<file path="src/rtl/regbus_pkg.sv">
// Register bus widths, region map and bank geometry
`default_nettype none

package regbus_pkg;

   // ****************************************
   // Host bus
   // ****************************************

   // Byte address width of the host cycle
   localparam int HOST_ADR_W = 20;
   localparam int HOST_DAT_W = 16;
   localparam int HOST_SEL_W = 2;

   // ****************************************
   // Bank word
   // ****************************************

   localparam int WORD_W     = 32;
   localparam int WORD_SEL_W = 4;

   // ****************************************
   // Region map
   // ****************************************

   localparam int NUM_REGIONS = 4;

   // Entry 0 is the lowest region
   localparam logic [NUM_REGIONS-1:0][HOST_ADR_W-1:0] REGION_BASE = {
      20'h10000,
      20'h04000,
      20'h02000,
      20'h00000
   };

   // Bank geometry, 16 words of 4 bytes
   localparam int BANK_WORDS = 16;
   localparam logic [HOST_ADR_W-1:0] BANK_BYTES = 20'd64;

   // Word index sits in address bits 5:2
   localparam int WORD_IDX_W = 4;

   // Selects the upper 16 bits of a word
   localparam int HALF_BIT = 1;

endpackage

`default_nettype wire

</file>
<file path="src/rtl/regbus_addr_decode.sv">
// Region decoder for host cycles: per-bank strobes, word index, half select
`timescale 1ns/10ps
`default_nettype none

module regbus_addr_decode (
   input  wire logic [regbus_pkg::HOST_ADR_W-1:0]  adr_i,
   input  wire logic                               stb_i,
   input  wire logic                               cyc_i,
   output logic      [regbus_pkg::NUM_REGIONS-1:0] bank_stb_o,
   output logic      [regbus_pkg::WORD_IDX_W-1:0]  word_idx_o,
   output logic                                    hi_half_o,
   output logic                                    unmapped_o
);

   logic                               strobe;
   logic [regbus_pkg::NUM_REGIONS-1:0] hit;
   logic [regbus_pkg::HOST_ADR_W-1:0]  region_mask;

   assign strobe = cyc_i & stb_i;

   // Clears the offset bits inside one bank span
   assign region_mask = ~(regbus_pkg::BANK_BYTES - 1'b1);

   always_comb begin
      for (int r = 0; r < regbus_pkg::NUM_REGIONS; r++) begin
         hit[r] = (adr_i & region_mask) == regbus_pkg::REGION_BASE[r];
      end
   end

   assign bank_stb_o = hit & {regbus_pkg::NUM_REGIONS{strobe}};
   assign unmapped_o = strobe & ~(|hit);

   // Word index follows the half select bit
   assign word_idx_o = adr_i[regbus_pkg::HALF_BIT+1 +: regbus_pkg::WORD_IDX_W];
   assign hi_half_o  = adr_i[regbus_pkg::HALF_BIT];

   // ****************************************
   // Checks
   // ****************************************

   // Region map must not overlap
   always_comb begin
      assert ($onehot0(bank_stb_o))
         else $error("more than one bank strobed for address %h", adr_i);
   end

endmodule

`default_nettype wire

</file>
<file path="src/rtl/regbus_half_word_bank.sv">
// Word bank with 16-bit half access, shared half latch and held byte enables
`timescale 1ns/10ps
`default_nettype none

module regbus_half_word_bank (
   input  wire logic                              clk_125,
   input  wire logic                              core_rst_n,
   input  wire logic                              stb_i,
   input  wire logic                              we_i,
   input  wire logic [regbus_pkg::WORD_IDX_W-1:0] word_idx_i,
   input  wire logic                              hi_half_i,
   input  wire logic [regbus_pkg::HOST_DAT_W-1:0] dat_i,
   input  wire logic [regbus_pkg::HOST_SEL_W-1:0] sel_i,
   output logic                                   ack_o,
   output logic      [regbus_pkg::HOST_DAT_W-1:0] dat_o
);

   logic [regbus_pkg::WORD_W-1:0]     mem [regbus_pkg::BANK_WORDS];
   logic [regbus_pkg::HOST_DAT_W-1:0] half_q;
   logic [regbus_pkg::HOST_SEL_W-1:0] sel_q;
   logic                              ack_q;
   logic [regbus_pkg::HOST_DAT_W-1:0] dat_q;
   logic                              req;
   logic [regbus_pkg::WORD_W-1:0]     rd_word;
   logic [regbus_pkg::WORD_SEL_W-1:0] word_sel;
   logic [regbus_pkg::WORD_W-1:0]     word_new;

   // Strobe is ignored while the previous request is acknowledged
   assign req = stb_i & ~ack_q;

   assign rd_word = mem[word_idx_i];

   // Upper bytes from the bus, lower bytes from the half latch
   assign word_sel = {sel_i, sel_q};
   assign word_new = {dat_i, half_q};

   // ****************************************
   // Control, half latch and word array
   // ****************************************

   always_ff @(posedge clk_125 or negedge core_rst_n) begin
      if (!core_rst_n) begin
         ack_q  <= 1'b0;
         half_q <= '0;
         sel_q  <= '0;
         for (int w = 0; w < regbus_pkg::BANK_WORDS; w++) begin
            mem[w] <= '0;
         end
      end else begin
         ack_q <= req;
         if (req) begin
            if (we_i && !hi_half_i) begin
               // Low half only parks in the latch
               half_q <= dat_i;
               sel_q  <= sel_i;
            end else if (we_i) begin
               for (int b = 0; b < regbus_pkg::WORD_SEL_W; b++) begin
                  if (word_sel[b]) begin
                     mem[word_idx_i][b*8 +: 8] <= word_new[b*8 +: 8];
                  end
               end
            end else if (!hi_half_i) begin
               // Capture upper half for the following high read
               half_q <= rd_word[regbus_pkg::WORD_W-1:regbus_pkg::HOST_DAT_W];
            end
         end
      end
   end

   // ****************************************
   // Read data
   // ****************************************

   always_ff @(posedge clk_125) begin
      if (req) begin
         if (we_i) begin
            dat_q <= '0;
         end else if (hi_half_i) begin
            dat_q <= half_q;
         end else begin
            dat_q <= rd_word[regbus_pkg::HOST_DAT_W-1:0];
         end
      end
   end

   assign ack_o = ack_q;
   assign dat_o = dat_q;

   // Host drops its strobe after every acknowledge
   ack_single : assert property (
      @(posedge clk_125) disable iff (!core_rst_n)
      ack_o |=> !ack_o
   ) else $error("bank ack held for two cycles");

endmodule

`default_nettype wire

</file>
<file path="src/rtl/regbus_resp_mux.sv">
// Response multiplexer: bank data and ack to the host, error for unmapped cycles
`timescale 1ns/10ps
`default_nettype none

module regbus_resp_mux (
   input  wire logic                                                   clk_125,
   input  wire logic                                                   core_rst_n,
   input  wire logic [regbus_pkg::NUM_REGIONS-1:0]                     bank_ack_i,
   input  wire logic [regbus_pkg::NUM_REGIONS-1:0][regbus_pkg::HOST_DAT_W-1:0] bank_dat_i,
   input  wire logic                                                   unmapped_i,
   output logic                                                        ack_o,
   output logic                                                        err_o,
   output logic      [regbus_pkg::HOST_DAT_W-1:0]                      dat_o
);

   logic err_q;

   // ****************************************
   // Error response
   // ****************************************

   // One cycle pulse, strobe during the pulse is ignored
   always_ff @(posedge clk_125 or negedge core_rst_n) begin
      if (!core_rst_n) begin
         err_q <= 1'b0;
      end else begin
         err_q <= unmapped_i & ~err_q;
      end
   end

   assign err_o = err_q;

   // ****************************************
   // Data and ack
   // ****************************************

   assign ack_o = |bank_ack_i;

   // At most one bank acks, zero when idle
   always_comb begin
      dat_o = '0;
      for (int b = 0; b < regbus_pkg::NUM_REGIONS; b++) begin
         if (bank_ack_i[b]) begin
            dat_o = dat_o | bank_dat_i[b];
         end
      end
   end

   // Decoder and banks never answer the same request twice
   resp_excl : assert property (
      @(posedge clk_125) disable iff (!core_rst_n)
      !(ack_o && err_o)
   ) else $error("ack and err raised together");

endmodule

`default_nettype wire

</file>
<file path="src/rtl/regbus_top.sv">
// Register bus top: decoder, generated half-word banks and response multiplexer
`timescale 1ns/10ps
`default_nettype none

module regbus_top (
   input  wire logic                              clk_125,
   input  wire logic                              core_rst_n,
   input  wire logic                              cyc_i,
   input  wire logic                              stb_i,
   input  wire logic                              we_i,
   input  wire logic [regbus_pkg::HOST_ADR_W-1:0] adr_i,
   input  wire logic [regbus_pkg::HOST_DAT_W-1:0] dat_i,
   input  wire logic [regbus_pkg::HOST_SEL_W-1:0] sel_i,
   output logic                                   ack_o,
   output logic                                   err_o,
   output logic      [regbus_pkg::HOST_DAT_W-1:0] dat_o
);

   logic [regbus_pkg::NUM_REGIONS-1:0]                         bank_stb;
   logic [regbus_pkg::WORD_IDX_W-1:0]                          word_idx;
   logic                                                       hi_half;
   logic                                                       unmapped;
   logic [regbus_pkg::NUM_REGIONS-1:0]                         bank_ack;
   logic [regbus_pkg::NUM_REGIONS-1:0][regbus_pkg::HOST_DAT_W-1:0] bank_dat;

   regbus_addr_decode i_addr_decode (
      .adr_i      (adr_i),
      .stb_i      (stb_i),
      .cyc_i      (cyc_i),
      .bank_stb_o (bank_stb),
      .word_idx_o (word_idx),
      .hi_half_o  (hi_half),
      .unmapped_o (unmapped)
   );

   // One bank per region
   for (genvar g = 0; g < regbus_pkg::NUM_REGIONS; g++) begin : g_bank
      regbus_half_word_bank i_bank (
         .clk_125    (clk_125),
         .core_rst_n (core_rst_n),
         .stb_i      (bank_stb[g]),
         .we_i       (we_i),
         .word_idx_i (word_idx),
         .hi_half_i  (hi_half),
         .dat_i      (dat_i),
         .sel_i      (sel_i),
         .ack_o      (bank_ack[g]),
         .dat_o      (bank_dat[g])
      );
   end

   regbus_resp_mux i_resp_mux (
      .clk_125    (clk_125),
      .core_rst_n (core_rst_n),
      .bank_ack_i (bank_ack),
      .bank_dat_i (bank_dat),
      .unmapped_i (unmapped),
      .ack_o      (ack_o),
      .err_o      (err_o),
      .dat_o      (dat_o)
   );

endmodule

`default_nettype wire

</file>
<file path="config.mk">
export PLATFORM = sky130hd
export DESIGN_NAME = regbus_top
export DESIGN_NICKNAME = d
export VERILOG_FILES = /design/src/rtl/regbus_pkg.sv /design/src/rtl/regbus_addr_decode.sv /design/src/rtl/regbus_half_word_bank.sv /design/src/rtl/regbus_resp_mux.sv /design/src/rtl/regbus_top.sv
export SDC_FILE = /design/constraint.sdc
export NUM_CORES = 2
export LEC_CHECK = 0
export ABC_CLOCK_PERIOD_IN_PS = 2900
export BUFFER_PORTS_ARGS = -buffer_cell sky130_fd_sc_hd__buf_2
export CAP_MARGIN = 25
export CORE_UTILIZATION = 35
export CTS_CLUSTER_DIAMETER = 40
export DETAILED_ROUTE_END_ITERATION = 10
export PLACE_DENSITY = 0.6
export SETUP_SLACK_MARGIN = 0.2
export SYNTH_ARGS = -nofsm -noshare
export SYNTH_HDL_FRONTEND = slang
export SYNTH_SLANG_ARGS = --single-unit
</file>
<file path="constraint.sdc">
create_clock -name clk_125 -period 2.9 [get_ports clk_125]
set_input_delay 0.29 -clock clk_125 [delete_from_list [all_inputs] [get_ports clk_125]]
set_output_delay 0.29 -clock clk_125 [all_outputs]
set_load 0.1 [all_outputs]
</file>
# After elaboration in Yosys (flattened, before gate mapping)
# Index checks and enable logic that the tools add are counted.
dict set report word_totals {
  ramBits 0
  mem_count 0
  rom_bits 0
  latchBits 0
  reg_bits 2189
  out_inout_bits 18
}
dict set report op_classes {
  mux 108
  div_mod_pow 0
  multipliers 0
  n_reduce_logical 18
  bitwise_logic 19
  magnitude_cmp 2
  add_sub_neg 0
  eq_ne 5
  shift 0
}
# op count
set ops {}
lappend ops {{$mux 512} 52}
lappend ops {{$bwmux 512} 16}
lappend ops {{$bmux 32 s4} 4}
lappend ops {{$demux 32 s4} 4}
lappend ops {{$mux 16} 21}
lappend ops {{$mux 32} 9}
lappend ops {{$or 16x16->16} 3}
lappend ops {{$mux 24} 1}
lappend ops {{$reduce_and 3->1} 8}
lappend ops {{$logic_not 20->1} 1}
lappend ops {{$eq 14x11->1 const B} 1}
lappend ops {{$eq 14x8->1 const B} 1}
lappend ops {{$eq 14x9->1 const B} 1}
lappend ops {{$mux 8} 1}
lappend ops {{$reduce_and 2->1} 4}
lappend ops {{$reduce_or 4->1} 2}
lappend ops {{$and 1x1->1} 7}
lappend ops {{$not 1->1} 7}
lappend ops {{$ge 5x5->1 const B} 1}
lappend ops {{$lt 5x1->1 const B} 1}
lappend ops {{$not 4->5} 1}
lappend ops {{$and 4x4->4} 1}
lappend ops {{$ne 2x1->1 const B} 2}
lappend ops {{$logic_and 1x1->1} 2}
lappend ops {{$logic_not 1->1} 1}

# Longest topological paths before layout
dict set report logic_depth {
  depth_word 22
  mapped_depth 8
}

# Cells and area by module
# From an unflattened synthesis, not the netlist that was laid out.
dict set report unflattened {
  hier_cells 7173
  area_unflattened_um2 101248.4
}
# module n_inst area_each_um2 seq_area_each_um2 cells_per_inst
set modules_own_cells {}
lappend modules_own_cells {regbus_half_word_bank 4 25177.9 13768.2 1773}
lappend modules_own_cells {regbus_resp_mux 1 389.1 25.0 59}
lappend modules_own_cells {regbus_addr_decode 1 147.6 0.0 22}

# Least setup slack after synthesis
# OpenSTA, ideal clock, no wires.
dict set report synth_timing {
  path_type {in2reg}
  start {input adr_i[9] in the netlist's numbering}
  end {register g_bank[0].i_bank.dat_q (netlist bit g_bank[0].i_bank.dat_o[0]), enable pin}
  t_arrival_ns 2.997
  setup_slack_ns -0.508
  required_ns 2.489
  path_buffers 2
  setup_ns 0.411
  stages 6
  path_cell_list {or4_1 > buf_4 > nor3_1 > clkbuf_1 > nand2_1 > nor3_1}
}
dict set report synth_via {
  elab_chain_len 3
}
# item line
set synth_lines {}
lappend synth_lines {{start: declaration} regbus_top.sv:11} ;# input wire logic [regbus_pkg::HOST_ADR_W-1:0] adr_i,
lappend synth_lines {{$logic_not 20->1} regbus_addr_decode.sv:26} ;# hit[r] = (adr_i & region_mask) == regbus_pkg::REGION_BASE[r];
lappend synth_lines {{$and 4x4->4} regbus_addr_decode.sv:30} ;# assign bank_stb_o = hit & {regbus_pkg::NUM_REGIONS{strobe}};
lappend synth_lines {{$and 1x1->1} regbus_half_word_bank.sv:29} ;# assign req = stb_i & ~ack_q;
lappend synth_lines {{named net g_bank[0].i_bank.req} regbus_half_word_bank.sv:23} ;# logic req;
lappend synth_lines {{end signal: assignment} regbus_half_word_bank.sv:79} ;# dat_q <= half_q;
lappend synth_lines {{end signal: assignment} regbus_half_word_bank.sv:81} ;# dat_q <= rd_word[regbus_pkg::HOST_DAT_W-1:0];
lappend synth_lines {{end: declaration} regbus_half_word_bank.sv:22} ;# logic [regbus_pkg::HOST_DAT_W-1:0] dat_q;
# The timed path passes the listed nets, and every way through them passes these cells.
# A chain may end at the register's enable or synchronous reset.

# Worst setup path after layout
dict set report layout_timing {
  start {register g_bank[3].i_bank.ack_q}
  end {output dat_o[9] in the netlist's numbering}
}
dict set report layout_via {
  elab_chain_len 1
}
# item line
set layout_lines {}
lappend layout_lines {{start: declaration} regbus_half_word_bank.sv:21} ;# logic ack_q;
lappend layout_lines {{start signal: assignment} regbus_half_word_bank.sv:50} ;# ack_q <= req;
lappend layout_lines {{$mux 16} regbus_resp_mux.sv:43} ;# if (bank_ack_i[b]) begin
lappend layout_lines {{end: declaration} regbus_top.sv:16} ;# output logic [regbus_pkg::HOST_DAT_W-1:0] dat_o
# Every way passes these cells.

==> impl_metrics.csv <==
group,metric,value,unit
cts,cts_sinks,2189,
global_routing,use_met2,0.3174,
global_routing,antenna_found_initial,13,
final_layout,fin_cells,11030,
synth,synthTopCellsByArea,"dfrtp_1 53%, mux2_2 23%, mux4_2 11%",
synth,syn_area,100300,um2
power_and_ir_drop,p_leak,57.81,nW
cts,htree_levels,5,
route,drtAntennaViolNets,0,
floorplan,dieArea,288700,um2
cts,clk_latency,0.97,ns
worst_setup_path,cp_num_buf_inv,2,
route,wl,284.1,mm
route,first_pass_iters,7,
route,drc,0,
timing,rsz0062_at_grt,"true",
timing,worst_pin_slew,1.042,ns
synth,synth_seq_cells,2189,
power_and_ir_drop,max-vdd-ir-drop,0.5890,mV
global_routing,grt_pass1_wl,432.8,mm
global_routing,groute.usage.overall,0.1983,
worst_setup_path,cp_cell_sequence,"buf_4 -> a22oi_1 -> nand2_1 -> buf_4",
synth,synth-edff-count,64,
final_layout,fin_nets,7017,
final_layout,drive_above_1_share,0.5669,
route,drtIter0Drc,4175,
worst_setup_path,cp_max_fo,17,
timing,final-setup-viol-count,0,
synth,yosys.area.top_type,"dfrtp_1",
synth,synth_top_area_frac,0.5302,
timing,hold_viol_final,0,
worst_setup_path,max_stage_delay,0.37,ns
cts,cts_tree,"done",
synth,postSynthAreaPerCell,15.77,um2
worst_setup_path,cpMostUsedCell,"buf_4",
cts,cts-root-buf,"clkbuf_16",
timing,min_period,2.776,ns
floorplan,fp.dieH,537.3,um
synth,syn-num-nets,6402,
worst_setup_path,arrival,2.49,ns
worst_setup_path,critPathSlowestCell,"dfrtp_1",
job,cap_violations,0,
timing,max_slew_margin,0.3052,
placement,hpwl,188.0,mm
worst_setup_path,criticalPathCategory,"register to output port",
worst_setup_path,crit_family,"buffers and inverters",
placement,portBuffers,59,
cts,clockBufferDepth,4,
route,viasPerCell,5.520,
power_and_ir_drop,p_per_area,640.0,nW/um2
global_routing,gr-total-overflow,0,
floorplan,initial_utilization,0.3520,
global_routing,top_usage_layer,"met2",
synth,yosysSeqAreaShare,0.5494,
cts,clk_pin_slew,0.05,ns
global_routing,grt_pass1_vias,65400,
synth,synthArstFlopShare,0.9708,
placement,globalplace.congestion,0.8147,
synth,syn_inst,6359,
timing,timing.final.crit_share,0.9573,
placement,dp_slack,0.007030,ns
worst_setup_path,cp-start-kind,"register",
timing,setup_tns,0,ns
global_routing,grtUsageMet3,0.03624,
timing,hold_ws,0.08135,ns
placement,dpl.cell_count,10340,
route,dr_total_vias,60880,
synth,ys.flop_type,"dfrtp_1",
timing,fmaxAchievable,0.3602,GHz
floorplan,row_count,196,
timing,drv_slew,0,
final_layout,syn2layout_area_growth,22.98,%
timing,finalWorstSetupSlack,0.1238,ns
global_routing,use_met1,0.2721,
synth,yosys_warnings,0,
outcome,status,"completed",
global_routing,grt_max_degree,124,
worst_setup_path,end_kind,"output port",
worst_setup_path,worst_ep_required_time,2.61,ns
floorplan,die_w,537.3,um
floorplan,ios,61,
route,wl_per_cell,25.76,um
floorplan,core,285000,um2
synth,synth.distinct_cells,47,
worst_setup_path,r2r_setup_slack,0.43,ns
timing,skew,0.06389,ns
min_path,hold_class,"input port to register",
cts,cts_buffers,375,
-- worst register-to-register path, cell delays in order, from the launching register on --
cell and delay (ns):
dfrtp_1 0.37, nor3b_1 0.39, buf_4 0.22, nand4_1 0.16, buf_12 0.22, nor4_4 0.45
buf_12 0.18, mux2_2 0.34
-- cells in the mapped netlist, drive strengths merged, types with 10 or more instances --
cell type	number
dfrtp	2125
mux2	2056
mux4	512
clkbuf	384
nor4	176
a21oi	160
a22o	128
buf	114
nand2	99
a22oi	96
nand3	66
inv	65
a221oi	64
a31oi	64
edfxtp	64
o21ai	32
nand4	30
nor2	25
a21o	16
a41oi	16
o22a	16
nor3	10
-- logic make-up after synthesis --
logic type,synth area share
and+or+nand+nor,0.04057
adders and majority gates,0.00009981
DFF,0.5494
buffers and inverters,0.02204
muxes,0.3464
AOI/OAI and AO/OA,0.04152
-- path summary, 6_finish.rpt --
path                                      startpoint                     endpoint  depth (start not counted)
max                           g_bank[3].i_bank.ack_o                     dat_o[9]                          4
min                                        dat_i[11]  g_bank[2].i_bank.half_q[11]                          3
max reg2reg                   g_bank[3].i_bank.ack_o    g_bank[3].i_bank.mem[409]                          7
min reg2reg                g_bank[0].i_bank.mem[316]    g_bank[0].i_bank.mem[316]                          1
max in group asynchronous                 core_rst_n    g_bank[0].i_bank.mem[253]                          4
min in group asynchronous                 core_rst_n    g_bank[1].i_bank.mem[228]                          3
-- power breakdown --
part           leakage [nW]  switching (mW)  internal (mW)
Clock                  6.30            15.7           29.8
Sequential             30.4         0.00358           30.7
Combinational          21.2            2.00          0.724
Total                  57.8            17.7           61.2
-- registers in the layout (all words and copies together), names as in the netlist --
signal,cells
g_bank.i_bank.dat_o,64
g_bank.i_bank.mem,2048
g_bank.i_bank.half_q,64
g_bank.i_bank.sel_q,8
g_bank.i_bank.ack_o,4
i_resp_mux.err_o,1
-- per-stage QoR --
step | utilization | instance area, um2 | total power, mW
2_1_floorplan | - | 100300 | 32.34
4_1_cts | 0.4326 | 123300 | 79.74
3_3_place_gp | 0.3859 | 110000 | 33.92
6_report | 0.4329 | 123300 | 78.94
3_5_place_dp | 0.3859 | 110000 | 33.97
5_1_grt | 0.4328 | 123300 | 81.42
-- metal layers --
metal | vias to the layer above | share of wire | wire [um]
met2 | 1565 | 0.48 | 135200
met4 | 6 | 0.031 | 8679
met3 | 477 | 0.051 | 14510
met1 | 33090 | 0.44 | 125800
li1 | 25740 | - | -
met5 | - | 0.00011 | 32
-- cell usage in the layout (no fill, tap or decap), drive strengths merged, types with 19 or more instances in the layout --
master,instances
nand2,99
nor4,176
buf,717
a31oi,64
edfxtp,64
dfrtp,2125
nand3,66
a221oi,64
a22oi,96
clkinvlp,38
clkbuf,464
nor2,25
clkinv,74
a21oi,160
o21ai,32
mux2,2056
inv,108
nand4,30
bufinv,49
mux4,512
a22o,128
dlygate4sd3,19
-- what timing repair did --
action                                  in CTS  in global routing
gates resized for setup                     33                  4
hold buffers                                19                  1
buffers inserted                             0                  3
endpoints found under the setup margin      17                 13
hold endpoints to repair                  1428                 11
-- area by class of cell --
class                      count  area [um2]
antenna                        3       7.507
clock buffer                 464       10370
clock inverter               203        2630
fill                       25100      161600
inverter                      66       247.7
multi-input combinational   3606       43160
sequential                  2189       55100
tap                         3762        4707
timing repair buffer         736        7126
Power figures use the tool's default switching activity.
